==> src/common/tqv_periph_pkg.sv <==
/*
 * Shared types for the peripheral wrapper.
 * Vector typedefs, access-size codes, slot numbers,
 * GPIO and register bank offsets, bus request and response structs.
 */
package tqv_periph_pkg;

    typedef logic [10:0] addr_t;     // Peripheral address
    typedef logic [31:0] data_t;
    typedef logic [7:0]  byte_t;
    typedef logic [3:0]  slot_t;
    typedef logic [15:0] slot_sel_t; // One-hot slot select
    typedef logic [1:0]  acc_n_t;    // Active-low access size
    typedef logic [4:0]  func_sel_t; // Bit 4 picks a simple slot
    typedef logic [13:0] irq_vec_t;  // User interrupts 2 to 15

    // Access size codes from the core
    localparam acc_n_t ACC_BYTE = 2'b00;
    localparam acc_n_t ACC_HALF = 2'b01;
    localparam acc_n_t ACC_WORD = 2'b10;
    localparam acc_n_t ACC_NONE = 2'b11;

    // Fixed slot positions
    localparam slot_t SLOT_GPIO    = 4'd1;
    localparam slot_t SLOT_REGBANK = 4'd15;
    localparam slot_t SIMPLE_PWM   = 4'd5;

    localparam func_sel_t FUNC_GPIO = 5'd1; // Pin routing after reset

    // GPIO register offsets within the user slot
    localparam logic [5:0] GPIO_OUT_OFS   = 6'h00;
    localparam logic [5:0] GPIO_IN_OFS    = 6'h04;
    localparam logic [5:0] GPIO_AUDIO_OFS = 6'h10;
    localparam logic [5:0] GPIO_FSEL_BASE = 6'h20; // One word per pin

    // Register bank offsets
    localparam logic [5:0] RB_REG0_OFS   = 6'h00;
    localparam logic [5:0] RB_REG1_OFS   = 6'h04;
    localparam logic [5:0] RB_STATUS_OFS = 6'h08;

    // Request from the core, 47 bits
    typedef struct packed {
        addr_t  addr;
        data_t  wdata;
        acc_n_t write_n;
        acc_n_t read_n;
    } bus_req_t;

    // Response of one slot, 33 bits
    typedef struct packed {
        data_t data;
        logic  ready;
    } peri_rsp_t;

    typedef peri_rsp_t [15:0] user_rsp_t;
    typedef byte_t [15:0]     simple_data_t;
    typedef byte_t [15:0]     pin_src_t;    // Pin outputs, one byte per slot

endpackage

==> src/hw/gpio/gpio_ctrl.sv <==
/*
 * GPIO block.
 * Output register, input readback, per-pin function select,
 * output pin routing and audio select.
 */
`timescale 1ns/1ps

module gpio_ctrl
    import tqv_periph_pkg::*;
(
    input  logic     clk,
    input  logic     rst_n,
    input  addr_t    i_addr,
    input  data_t    i_wdata,
    input  logic     i_wr,
    input  byte_t    i_ui_in,
    input  pin_src_t i_user_pins,
    input  pin_src_t i_simple_pins,
    output data_t    o_rdata,
    output byte_t    o_uo_out,
    output logic     o_audio_select
);

    byte_t           gpio_out;
    func_sel_t [7:0] func_sel;
    logic [2:0]      audio_sel;
    logic [5:0]      ofs;
    logic [5:0]      fsel_ofs;
    logic            fsel_hit;
    logic [2:0]      fsel_pin;
    pin_src_t        user_src;

    assign ofs      = i_addr[5:0];
    assign fsel_ofs = ofs - GPIO_FSEL_BASE;
    // One word aligned register per pin above the base
    assign fsel_hit = (ofs >= GPIO_FSEL_BASE) && (fsel_ofs[1:0] == 2'b00);
    assign fsel_pin = fsel_ofs[4:2];

    always_ff @(posedge clk) begin
        if (!rst_n) begin
            gpio_out  <= '0;
            audio_sel <= '0;
            func_sel  <= {8{FUNC_GPIO}};     // Every pin starts as GPIO
        end else if (i_wr) begin
            if (ofs == GPIO_OUT_OFS) gpio_out <= i_wdata[7:0];
            if (ofs == GPIO_AUDIO_OFS) audio_sel <= i_wdata[2:0];
            if (fsel_hit) func_sel[fsel_pin] <= i_wdata[4:0];
        end
    end

    always_comb begin
        o_rdata = '0;
        if (ofs == GPIO_OUT_OFS) begin
            o_rdata = {24'h0, gpio_out};
        end else if (ofs == GPIO_IN_OFS) begin
            o_rdata = {24'h0, i_ui_in};
        end else if (ofs == GPIO_AUDIO_OFS) begin
            o_rdata = {29'h0, audio_sel};
        end else if (fsel_hit) begin
            o_rdata = {27'h0, func_sel[fsel_pin]};
        end
    end

    // The GPIO slot's own pin byte is the output register
    always_comb begin
        user_src = i_user_pins;
        user_src[SLOT_GPIO] = gpio_out;
    end

    for (genvar i = 0; i < 8; i++) begin : g_pin
        // Pin i takes bit i of the byte from the chosen slot
        assign o_uo_out[i] = func_sel[i][4] ? i_simple_pins[func_sel[i][3:0]][i]
                                            : user_src[func_sel[i][3:0]][i];
    end

    assign o_audio_select = audio_sel[2];

endmodule

==> src/hw/peri_bus/peri_addr_decode.sv <==
/*
 * Slot decode for user and simple slots.
 * Per-slot write and read strobes, response mux.
 */
`timescale 1ns/1ps

module peri_addr_decode
    import tqv_periph_pkg::*;
(
    input  bus_req_t     i_req,
    input  logic         i_read_mask,
    input  user_rsp_t    i_user_rsp,
    input  simple_data_t i_simple_data,
    output slot_sel_t    o_user_wr,
    output slot_sel_t    o_user_rd,
    output slot_sel_t    o_simple_wr,
    output peri_rsp_t    o_rsp
);

    slot_t     user_idx;
    slot_t     simple_idx;
    slot_sel_t user_sel;
    slot_sel_t simple_sel;
    logic      wr_req;
    logic      rd_req;

    assign user_idx   = i_req.addr[9:6];  // 64-byte user slots
    assign simple_idx = i_req.addr[7:4];  // 16-byte simple slots

    assign wr_req = i_req.write_n != ACC_NONE;
    // No new read while the previous result is still held
    assign rd_req = (i_req.read_n != ACC_NONE) && !i_read_mask;

    always_comb begin
        user_sel   = '0;
        simple_sel = '0;
        if (i_req.addr[10]) begin
            simple_sel[simple_idx] = 1'b1;
            o_rsp.data  = {24'h0, i_simple_data[simple_idx]};
            o_rsp.ready = 1'b1;                 // Simple slots never stall
        end else begin
            user_sel[user_idx] = 1'b1;
            o_rsp = i_user_rsp[user_idx];
        end
    end

    assign o_user_wr   = user_sel & {16{wr_req}};
    assign o_user_rd   = user_sel & {16{rd_req}};
    assign o_simple_wr = simple_sel & {16{wr_req}};

endmodule

==> src/hw/peri_bus/peri_read_hold.sv <==
/*
 * Read data register held until the core completes the read.
 * Registered ready, read mask, write ready.
 */
`timescale 1ns/1ps

module peri_read_hold
    import tqv_periph_pkg::*;
(
    input  logic      clk,
    input  logic      rst_n,
    input  acc_n_t    i_read_n,
    input  acc_n_t    i_write_n,
    input  peri_rsp_t i_rsp,
    input  logic      i_read_complete,
    output data_t     o_data,
    output logic      o_ready,
    output logic      o_read_mask
);

    data_t data_r;
    logic  hold;
    logic  ready_r;
    logic  read_req;
    logic  capture;

    assign read_req = i_read_n != ACC_NONE;
    assign capture  = read_req && i_rsp.ready && !hold;

    always_ff @(posedge clk) begin
        if (!rst_n) begin
            hold    <= 1'b0;
            ready_r <= 1'b0;
        end else begin
            if (i_read_complete) hold <= 1'b0;
            if (capture) hold <= 1'b1;          // A new capture wins over complete
            ready_r <= read_req && i_rsp.ready;
        end
    end

    always_ff @(posedge clk) begin
        if (capture) data_r <= i_rsp.data;
    end

    assign o_data      = data_r;
    assign o_ready     = ready_r || (i_write_n != ACC_NONE);
    assign o_read_mask = ready_r;

endmodule

==> src/hw/pwm_audio.sv <==
/*
 * PWM audio source for a simple slot.
 * Level register and free-running 8-bit counter.
 */
`timescale 1ns/1ps

module pwm_audio
    import tqv_periph_pkg::*;
(
    input  logic       clk,
    input  logic       rst_n,
    input  logic [3:0] i_addr,
    input  byte_t      i_wdata,
    input  logic       i_wr,
    output byte_t      o_rdata,
    output byte_t      o_pins
);

    byte_t level;
    byte_t count;
    logic  pwm;

    always_ff @(posedge clk) begin
        if (!rst_n) begin
            level <= '0;                     // Silent after reset
            count <= '0;
        end else begin
            count <= count + 8'd1;           // Wraps every 256 cycles
            if (i_wr && i_addr == 4'h0) level <= i_wdata;
        end
    end

    // High for exactly level cycles per period
    assign pwm = count < level;

    assign o_rdata = (i_addr == 4'h0) ? level : '0;
    assign o_pins  = {8{pwm}};

endmodule

==> src/hw/reg_bank_irq.sv <==
/*
 * Register bank for a user slot.
 * Two size-masked data registers, pending flag set by a
 * rising edge on ui_in bit 0 and cleared by a status write.
 */
`timescale 1ns/1ps

module reg_bank_irq
    import tqv_periph_pkg::*;
(
    input  logic       clk,
    input  logic       rst_n,
    input  logic [5:0] i_addr,
    input  data_t      i_wdata,
    input  acc_n_t     i_wr_n,
    input  logic       i_ui_in0,
    output data_t      o_rdata,
    output byte_t      o_pins,
    output logic       o_irq
);

    data_t reg0;
    data_t reg1;
    logic  pending;
    logic  ui_d;
    logic  wr;

    // Only the lanes covered by the access size change
    function automatic data_t lane_merge(input data_t cur, input data_t wdata,
                                         input acc_n_t size);
        data_t res;
        res = cur;
        case (size)
            ACC_BYTE: res[7:0]  = wdata[7:0];
            ACC_HALF: res[15:0] = wdata[15:0];
            ACC_WORD: res       = wdata;
            default:  res       = cur;
        endcase
        return res;
    endfunction

    assign wr = i_wr_n != ACC_NONE;

    always_ff @(posedge clk) begin
        if (wr && i_addr == RB_REG0_OFS) reg0 <= lane_merge(reg0, i_wdata, i_wr_n);
        if (wr && i_addr == RB_REG1_OFS) reg1 <= lane_merge(reg1, i_wdata, i_wr_n);
    end

    always_ff @(posedge clk) begin
        if (!rst_n) begin
            ui_d    <= 1'b0;
            pending <= 1'b0;
        end else begin
            ui_d <= i_ui_in0;
            if (wr && i_addr == RB_STATUS_OFS) pending <= 1'b0;
            if (i_ui_in0 && !ui_d) pending <= 1'b1; // New edge beats the clear
        end
    end

    always_comb begin
        case (i_addr)
            RB_REG0_OFS:   o_rdata = reg0;
            RB_REG1_OFS:   o_rdata = reg1;
            RB_STATUS_OFS: o_rdata = {31'h0, pending};
            default:       o_rdata = '0;
        endcase
    end

    assign o_pins = reg0[7:0];
    assign o_irq  = pending;

endmodule

==> src/hw/tqv_peripherals.sv <==
/*
 * Peripheral wrapper top level.
 * Bus packing, slot decode, read hold, GPIO,
 * PWM audio in a simple slot and register bank in a user slot.
 */
`timescale 1ns/1ps

module tqv_peripherals
    import tqv_periph_pkg::*;
(
    input  logic     clk,
    input  logic     rst_n,
    input  byte_t    i_ui_in,
    input  addr_t    i_addr,
    input  data_t    i_data_in,
    input  acc_n_t   i_data_write_n,
    input  acc_n_t   i_data_read_n,
    input  logic     i_data_read_complete,
    output data_t    o_data_out,
    output logic     o_data_ready,
    output byte_t    o_uo_out,
    output logic     o_audio,
    output logic     o_audio_select,
    output irq_vec_t o_user_irq
);

    bus_req_t     req;
    peri_rsp_t    rsp;
    user_rsp_t    user_rsp;
    simple_data_t simple_data;
    pin_src_t     user_pins;
    pin_src_t     simple_pins;
    slot_sel_t    user_wr;
    slot_sel_t    user_rd;
    slot_sel_t    simple_wr;
    logic         read_mask;

    data_t gpio_rdata;
    data_t rb_rdata;
    byte_t rb_pins;
    logic  rb_irq;
    byte_t pwm_rdata;
    byte_t pwm_pins;

    assign req = '{addr: i_addr, wdata: i_data_in, write_n: i_data_write_n,
                   read_n: i_data_read_n};

    always_comb begin
        for (int s = 0; s < 16; s++) begin
            user_rsp[s]    = '{data: '0, ready: 1'b1}; // Empty slots read zero
            user_pins[s]   = '0;
            simple_data[s] = '0;
            simple_pins[s] = '0;
        end
        // Populated slots acknowledge their own read strobe
        // and the mask keeps ready up while the data is held
        user_rsp[SLOT_GPIO]    = '{data: gpio_rdata, ready: user_rd[SLOT_GPIO] | read_mask};
        user_rsp[SLOT_REGBANK] = '{data: rb_rdata, ready: user_rd[SLOT_REGBANK] | read_mask};
        user_pins[SLOT_REGBANK]  = rb_pins;
        simple_data[SIMPLE_PWM]  = pwm_rdata;
        simple_pins[SIMPLE_PWM]  = pwm_pins;

        o_user_irq = '0;
        o_user_irq[SLOT_REGBANK - 4'd2] = rb_irq; // Interrupt 15
    end

    assign o_audio = pwm_pins[7];

    peri_addr_decode u_decode (
        .i_req        (req),
        .i_read_mask  (read_mask),
        .i_user_rsp   (user_rsp),
        .i_simple_data(simple_data),
        .o_user_wr    (user_wr),
        .o_user_rd    (user_rd),
        .o_simple_wr  (simple_wr),
        .o_rsp        (rsp)
    );

    peri_read_hold u_hold (
        .clk            (clk),
        .rst_n          (rst_n),
        .i_read_n       (req.read_n),
        .i_write_n      (req.write_n),
        .i_rsp          (rsp),
        .i_read_complete(i_data_read_complete),
        .o_data         (o_data_out),
        .o_ready        (o_data_ready),
        .o_read_mask    (read_mask)
    );

    gpio_ctrl u_gpio (
        .clk           (clk),
        .rst_n         (rst_n),
        .i_addr        (req.addr),
        .i_wdata       (req.wdata),
        .i_wr          (user_wr[SLOT_GPIO]),
        .i_ui_in       (i_ui_in),
        .i_user_pins   (user_pins),
        .i_simple_pins (simple_pins),
        .o_rdata       (gpio_rdata),
        .o_uo_out      (o_uo_out),
        .o_audio_select(o_audio_select)
    );

    pwm_audio u_pwm (
        .clk    (clk),
        .rst_n  (rst_n),
        .i_addr (req.addr[3:0]),
        .i_wdata(req.wdata[7:0]),
        .i_wr   (simple_wr[SIMPLE_PWM]),
        .o_rdata(pwm_rdata),
        .o_pins (pwm_pins)
    );

    reg_bank_irq u_regbank (
        .clk     (clk),
        .rst_n   (rst_n),
        .i_addr  (req.addr[5:0]),
        .i_wdata (req.wdata),
        .i_wr_n  (user_wr[SLOT_REGBANK] ? req.write_n : ACC_NONE),
        .i_ui_in0(i_ui_in[0]),
        .o_rdata (rb_rdata),
        .o_pins  (rb_pins),
        .o_irq   (rb_irq)
    );

endmodule

==> config.mk <==
export PLATFORM = sky130hd
export DESIGN_NAME = tqv_peripherals
export DESIGN_NICKNAME = d
export VERILOG_FILES = /design/src/common/tqv_periph_pkg.sv /design/src/hw/gpio/gpio_ctrl.sv /design/src/hw/peri_bus/peri_addr_decode.sv /design/src/hw/peri_bus/peri_read_hold.sv /design/src/hw/pwm_audio.sv /design/src/hw/reg_bank_irq.sv /design/src/hw/tqv_peripherals.sv
export SDC_FILE = /design/constraint.sdc
export NUM_CORES = 1
export LEC_CHECK = 0
export BUFFER_PORTS_ARGS = -buffer_cell sky130_fd_sc_hd__buf_4
export CAP_MARGIN = 30
export CORE_ASPECT_RATIO = 0.9
export CORE_UTILIZATION = 59
export CTS_BUF_LIST = sky130_fd_sc_hd__clkbuf_8
export CTS_CLUSTER_DIAMETER = 100
export DETAILED_ROUTE_END_ITERATION = 12
export PLACE_DENSITY_LB_ADDON = 0.08
export REMOVE_ABC_BUFFERS = 1
export SYNTH_ARGS = -nofsm -noshare
export SYNTH_HDL_FRONTEND = slang
export SYNTH_SLANG_ARGS = --single-unit
==> constraint.sdc <==
create_clock -name clk -period 3.04 [get_ports clk]
set_clock_uncertainty 0.1 [all_clocks]
set_input_delay 0.304 -clock clk [delete_from_list [all_inputs] [get_ports clk]]
set_output_delay 0.304 -clock clk [all_outputs]
set_load 0.05 [all_outputs]
==> results of run 1 <==
==> state kept, by name, indices dropped and copies added (netlist names) <==
signal / count
u_hold.o_read_mask: 1
u_gpio.audio_sel: 3
u_regbank.ui_d: 1
u_gpio.gpio_out: 8
u_gpio.func_sel: 40
u_regbank.reg1: 32
u_hold.hold: 1
u_regbank.reg0: 32
u_pwm.count: 8
u_pwm.level: 8
u_hold.o_data: 32
u_regbank.o_irq: 1
==> stage by stage <==
stage               area [um2]  hold slack [ns]  setup slack, ns  std cells  utilization (%)
floorplan                 7260            0.266            0.196        611                -
global placement          8340            0.353            0.573        884             68.2
detailed placement        8340            0.379            0.525        884             68.2
CTS                       9010          0.00724            0.187        944             73.8
global route              9010           0.0448           0.0830        944             73.8
finish                    9010           0.0331            0.190        944             73.8
==> cell families (layout without fill, tap and decap cells) <==
| logic type | Yosys count | count (layout) | share of synthesized area (%) |
|---|---|---|---|
| adders and majority gates | 10 | 10 | 1.66 |
| xor gates and xnor gates | 6 | 6 | 0.699 |
| buffers and inverters | 64 | 186 | 4.73 |
| and+or+nand+nor | 229 | 229 | 16.6 |
| AOI/OAI and AO/OA | 107 | 107 | 10.2 |
| other | 1 | 13 | 0.0499 |
| muxes | 66 | 66 | 8.79 |
| DFF | 167 | 167 | 57.3 |
==> timing repair <==
item	in CTS	in global routing
hold buffers	28	0
endpoints found under the hold margin	55	0
endpoints found under the setup margin	0	0
==> routing by layer <==
| metal | vias up | track usage (%) | wire (um) |
|---|---|---|---|
| met5 | - | 0 | 0 |
| met4 | 0 | 11.9 | 459 |
| met3 | 40 | 6.12 | 1430 |
| met2 | 271 | 47.3 | 8960 |
| met1 | 2718 | 41.4 | 8290 |
| li1 | 2595 | - | - |
==> tightest hold or removal path, delay by kind of cell <==
family / cells / cell delay [ns]
AO/OA/AOI/OAI: 1 / 0.12
buffers and inverters: 1 / 0.08
AND/OR/NAND/NOR: 1 / 0.04
==> worst paths after layout <==
| check | startpoint | end | slack, ns | cells past startpoint |
|---|---|---|---|---|
| worst max register to register | u_gpio.func_sel[16] | u_hold.o_data[1] | 1.30 | 5 |
| worst max-delay path | u_pwm.level[7] | o_uo_out[4] | 0.19 | 7 |
| worst min-delay path | i_data_read_complete | u_hold.hold | 0.03 | 3 |
| worst min register to register | u_pwm.level[5] | u_pwm.level[5] | 0.39 | 2 |
==> layout make-up <==
type / instances / share of cell area [%]
tap: 160 / 2.22
clock inverter: 15 / 1.79
inverter: 13 / 0.541
clock buffer: 17 / 2.60
timing repair buffer: 141 / 12.7
sequential: 167 / 47.8
multi-input combinational: 431 / 32.4
==> power by group through the flow <==
stage | sequential (W) | clock [W] | combinational (W)
after floorplan | 0.00259 | 0 | 0.000128
after global placement | 0.00249 | 0 | 0.000424
after detailed placement | 0.00249 | 0 | 0.000429
after CTS | 0.00244 | 0.00161 | 0.000458
after global routing | 0.00244 | 0.00170 | 0.000484
final | 0.00244 | 0.00161 | 0.000462
==> layout by cell type (no fill, tap or decap), drive strengths merged, types with 13 or more instances in the layout <==
| cell type | synthesis | routed |
|---|---|---|
| a21boi | 18 | 18 |
| a22oi | 33 | 33 |
| and2 | 15 | 15 |
| buf | 33 | 113 |
| clkbuf | 18 | 17 |
| conb | 1 | 13 |
| dfxtp | 71 | 71 |
| dlygate4sd3 | 0 | 28 |
| edfxtp | 96 | 96 |
| inv | 13 | 16 |
| mux2i | 66 | 66 |
| nand2 | 53 | 53 |
| nand3 | 22 | 22 |
| nand4 | 18 | 18 |
| nor2 | 42 | 42 |
| nor2b | 38 | 38 |
| o21ai | 16 | 16 |
==> metrics.md, run 1 <==
| Metric | Value |
|---|---|
| Switching power | `0.00113 W` |
| Sw Ratio | `25.0%` |
| Placeable Area | `12200 um2` |
| Starting DRT DRC Count | `665` |
| Die Y | `109 um` |
| Slowest CP cell | `dfxtp_1` |
| Number of synthesized flops with an enable pin | `96` |
| Area leader, netlist | `edfxtp_1` |
| Post-synthesis register bit count | `167` |
| Final setup violation count | `0` |
| Crit share post-route | `93.7%` |
| Detailed placement HPWL | `13200 um` |
| Routed WL | `19100 um` |
| Peak VDD IR | `0.000358 V` |
| Reg area | `4300 um2` |
| Clock Latency Late Sink | `0.46 ns` |
| Crit end category | `output pin` |
| Synth Cell Area | `7520 um2` |
| Fmax | `0.351 GHz` |
| WP data required | `2.64 ns` |
| CTS Buffer Depth | `2` |
| DRC errors left | `0` |
| Starting density of the core | `61.5%` |
| Slew margin rel. | `56.6%` |
| IO buf count | `101` |
| Worst-path fanout max | `7` |
| Arr. time, crit path | `2.45 ns` |
| Clk slew on worst S/H paths | `0.08 ns` |
| Worst Path Buf+Inv | `3` |
| Critical path startpoint category | `flop` |
| H-tree depth | `4` |
| Async SR Flop Fraction | `0%` |
| Post-CTS Setup Inserts | `0` |
| Via count | `5624` |
| CTS Sinks | `167` |
| GPL Wtd Cong | `0.975` |
| Main area contributors after synthesis | `edfxtp_1 (38%), dfxtp_1 (19%), mux2i_1 (8.8%), a22oi_1 (3.3%), nor2b_1 (3.2%)` |
| Syn. warnings | `0` |
| Pins Over Slew Limit | `0` |
| Post-synth top area share | `38.3%` |
| Area Overhead vs Synth | `19.9%` |
| Leakage | `3.38 nW` |
| Wire per inst | `20.3 um` |
| Largest net degree at the start of global routing | `72` |
| Final Hold Fails | `0` |
| CTS tree | `done` |
| Ant. Diodes | `0` |
| Slew @ Worst Pin | `0.650 ns` |
| RSZ-0062 raised after global routing | `no` |
| Comb power frac | `10.2%` |
| Die area | `13200 um2` |
| Flop pwr share | `54.1%` |
| Most common cell in the netlist | `edfxtp_1` |
| Setup_tns | `0 ns` |
| Detailed Routing Iterations Pass 1 | `6` |
| Crit path max-delay family | `compound AO/OA/AOI/OAI gates` |
| Synth cell count leaders | `edfxtp_1 (96), dfxtp_1 (71), mux2i_1 (66), nand2_1 (53), nor2_1 (42)` |
| Status | `finished, final reports clean` |
| Vias in the first global route | `5332` |
| Pwr Density | `500 nW/um2` |
| Synth Flop Type | `edfxtp_1` |
| Clk network pwr share | `35.7%` |
| Crit path cell chain | `inv_1 > ha_1 > a21oi_1 > o21ai_1 > buf_4 > o31ai_1 > buf_4` |
| GRT Util Overall | `30.2%` |
| Layout cells sized above 1 | `19.9%` |
| Die W | `121 um` |
| I/O pin total | `115` |
| Gr ovfl total | `0` |
| Syn_area_per_cell | `11.6 um2` |
| Worst Hold Class | `input port to flop` |
| Routed Antenna Nets | `0` |
| Maxcap violations | `0` |
| Slowest cell delay on critical path | `0.39 ns` |
| Pwr Total | `0.00451 W` |
| Post-CTS sizing | `0` |
| Worst Setup Path Type | `flop to output pin` |
| Register area share after synthesis | `57.3%` |
| Gate Count Post-Synth | `650` |
| Filler instances | `815` |
| CTS Buf Count | `17` |
| Cell repeated most along the worst path | `buf_4` |
| Root buffer cell | `clkbuf_8` |
| First-pass GRT wire length | `28900 um` |
| Internal power | `0.00338 W` |
| Num rows | `38` |
| Yosys cell types | `53` |
| Multi-input gate area | `2920 um2` |
| Vias per inst | `5.96` |
| Fin crit period | `2.85 ns` |
| Antenna violations before repair | `0` |
| Final #Nets | `839` |
Power figures use the tool's default switching activity.
==> inputs of run 2 (changes only) <==
--- a/config.mk
+++ b/config.mk
@@ -7,13 +7,13 @@
 export LEC_CHECK = 0
 export BUFFER_PORTS_ARGS = -buffer_cell sky130_fd_sc_hd__buf_4
 export CAP_MARGIN = 30
-export CORE_ASPECT_RATIO = 0.9
 export CORE_UTILIZATION = 59
 export CTS_BUF_LIST = sky130_fd_sc_hd__clkbuf_8
 export CTS_CLUSTER_DIAMETER = 100
 export DETAILED_ROUTE_END_ITERATION = 12
 export PLACE_DENSITY_LB_ADDON = 0.08
 export REMOVE_ABC_BUFFERS = 1
+export SLEW_MARGIN = 30
 export SYNTH_ARGS = -nofsm -noshare
 export SYNTH_HDL_FRONTEND = slang
 export SYNTH_SLANG_ARGS = --single-unit
==> run 2 against run 1 <==
Count of clock-buffer cells in the layout stayed put. Total power is 1.5% lower. Non-clock buffer count stayed put. Highest routed layer unchanged. Fmax is 0.25% higher. Via count is 0.52% higher. Sequential share of layout area is 0.053 points lower. Sequential power hardly changed. Largest cell class unchanged. Cell count is 0.85% higher.
==> metrics.md, run 2 (synthesis results as in run 1) <==
| Metric | Value |
|---|---|
| Largest register FFs | `40 (unchanged)` |
| Pins Over Slew Limit | `0 (unchanged)` |
| Crit share post-route | `93.5% (-0.24 points)` |
| Commonest non-fill, non-tap cell in the layout | `buf_4` |
| Vias per inst | `5.94 (-0.33%)` |
| CTS Buffer Depth | `2 (unchanged)` |
| First-pass GRT wire length | `28600 um (-0.98%)` |
| Most flops, register | `u_gpio.func_sel` |
| Pwr Density | `492 nW/um2 (-1.6%)` |
| Slew margin rel. | `52.3% (-4.4 points)` |
| Final setup violation count | `0 (unchanged)` |
| Routed WL | `19000 um (-0.81%)` |
| I/O pin total | `115 (unchanged)` |
| Wire per inst | `19.9 um (-1.6%)` |
| CTS tree | `done` |
| Num rows | `40 (+5.3%)` |
| Clk slew on worst S/H paths | `0.10 ns (+0.02 ns)` |
| RSZ-0062 raised after global routing | `no` |
| DRC errors left | `0 (unchanged)` |
| Layout cells sized above 1 | `20.2% (+0.26 points)` |
| Arr. time, crit path | `2.44 ns (about the same)` |
| Starting DRT DRC Count | `561 (-16%)` |
| Root buffer cell | `clkbuf_8` |
| Worst R2R Setup Slack | `1.22 ns (-0.08 ns)` |
| Fmax | `0.352 GHz (+0.25%)` |
| Worst hold slack | `0.0732 ns (+0.0401 ns)` |
| Ant. Diodes | `0 (unchanged)` |
| Peak VDD IR | `0.000393 V (+9.6%)` |
| Vias in the first global route | `5366 (+0.64%)` |
| Detailed placement HPWL | `12600 um (-4.7%)` |
| Worst Setup Path Type | `flop to output pin` |
| Flop pwr share | `54.9% (+0.8 points)` |
| WP data required | `2.64 ns (about the same)` |
| CTS Sinks | `167 (unchanged)` |
| GRT Util Overall | `29.9% (-0.29 points)` |
| IO buf count | `101 (unchanged)` |
| Switching power | `0.00124 W (+10%)` |
| H-tree depth | `4 (unchanged)` |
| Final #Nets | `839 (unchanged)` |
| Maxcap violations | `0 (unchanged)` |
| CTS Buf Count | `17 (unchanged)` |
| Fin crit period | `2.84 ns (-0.00725 ns)` |
| Critical path startpoint category | `flop` |
| Die Y | `115 um (+5.3%)` |
| Internal power | `0.00319 W (-5.5%)` |
| Worst-path fanout max | `9 (+2)` |
| GPL Wtd Cong | `1.00 (+2.5%)` |
| Place WS | `0.428 ns (-0.0966 ns)` |
| Routed Antenna Nets | `0 (unchanged)` |
| Clock Latency Late Sink | `0.47 ns (about the same)` |
| Reg2reg path depth | `5 (unchanged)` |
| Gr ovfl total | `0 (unchanged)` |
| Status | `finished, final reports clean` |
| Final Hold Fails | `0 (unchanged)` |
| Starting density of the core | `61.6% (about the same)` |
| Via count | `5653 (+0.52%)` |
| Die area | `13200 um2 (about the same)` |
| Clk network pwr share | `34.5% (-1.2 points)` |
| Crit end category | `output pin` |
| Detailed Routing Iterations Pass 1 | `6 (unchanged)` |
| Hold Crit Depth | `1 (-2)` |
| Pwr Total | `0.00444 W (-1.5%)` |
| Setup_tns | `0 ns (unchanged)` |
| Leakage | `3.37 nW (-0.23%)` |
| Antenna violations before repair | `0 (unchanged)` |
| Comb power frac | `10.6% (+0.4 points)` |
| Worst setup margin | `0.197 ns (+0.00725 ns)` |
| Placeable Area | `12200 um2 (about the same)` |
| Area Overhead vs Synth | `20.0%` |
| Sw Ratio | `28.0% (+3.0 points)` |
| Die W | `115 um (-5.0%)` |
| Largest net degree at the start of global routing | `72 (unchanged)` |
| Slew @ Worst Pin | `0.714 ns (+0.0631 ns)` |
| Most frequent cells in the layout | `buf_4 (111), edfxtp_1 (96), dfxtp_1 (71)` |
| Worst Hold Class | `input port to flop` |
run 2: path summary, 6_finish.rpt:
kind                            start                end
setup / recovery       u_pwm.level[1]        o_uo_out[7]
hold / removal           i_data_in[3]  u_regbank.reg1[3]
setup reg to reg  u_gpio.func_sel[26]   u_hold.o_data[1]
hold reg to reg        u_pwm.count[0]     u_pwm.count[0]
run 2: stage by stage:
step | util, % | cell area (um2) | instances
floorplan | - | 7260 | 611
global placement | 68.3 | 8340 | 891
detailed placement | 68.3 | 8340 | 891
CTS | 73.8 | 9020 | 952
global route | 73.9 | 9020 | 952
finish | 73.9 | 9020 | 952
run 2: repair_timing:
item / 4_1_cts / 5_1_grt
buffers inserted: 0 / 0
hold endpoints to repair: 56 / 0
hold buffers: 29 / 0
gates resized for setup: 0 / 1
endpoints found under the setup margin: 0 / 1
run 2: critical path, cell delays in order, from the launching register on:
cell     delay, ns
dfxtp_1       0.38
inv_1         0.06
ha_1          0.27
a211o_1       0.26
a21oi_1       0.14
nor3_1        0.07
buf_4         0.19
o31ai_2       0.33
buf_4         0.26
run 2: cell type report:
type,instances,area (um2)
Clock inverter,15,154
Tap cell,168,210
Multi-Input combinational cell,431,2930
Clock buffer,17,234
Timing Repair Buffer,141,1140
Sequential cell,167,4300
Inverter,13,48.8
Fill cell,821,3190
run 2: per-layer routing:
metal,up-vias,track usage (%),wire (um)
li1,2598,-,-
met1,2723,38.3,7810
met2,278,49.0,9330
met3,54,6.91,1300
met4,0,12.6,549
met5,-,0,0
run 2: power by group through the flow:
| stage | clock (W) | combinational, W | sequential, W |
|---|---|---|---|
| finish | 0.00153 | 0.000468 | 0.00244 |
| global route | 0.00163 | 0.000488 | 0.00244 |
| CTS | 0.00154 | 0.000461 | 0.00244 |
| detailed placement | 0 | 0.000430 | 0.00249 |
| global placement | 0 | 0.000424 | 0.00249 |
| floorplan | 0 | 0.000128 | 0.00259 |
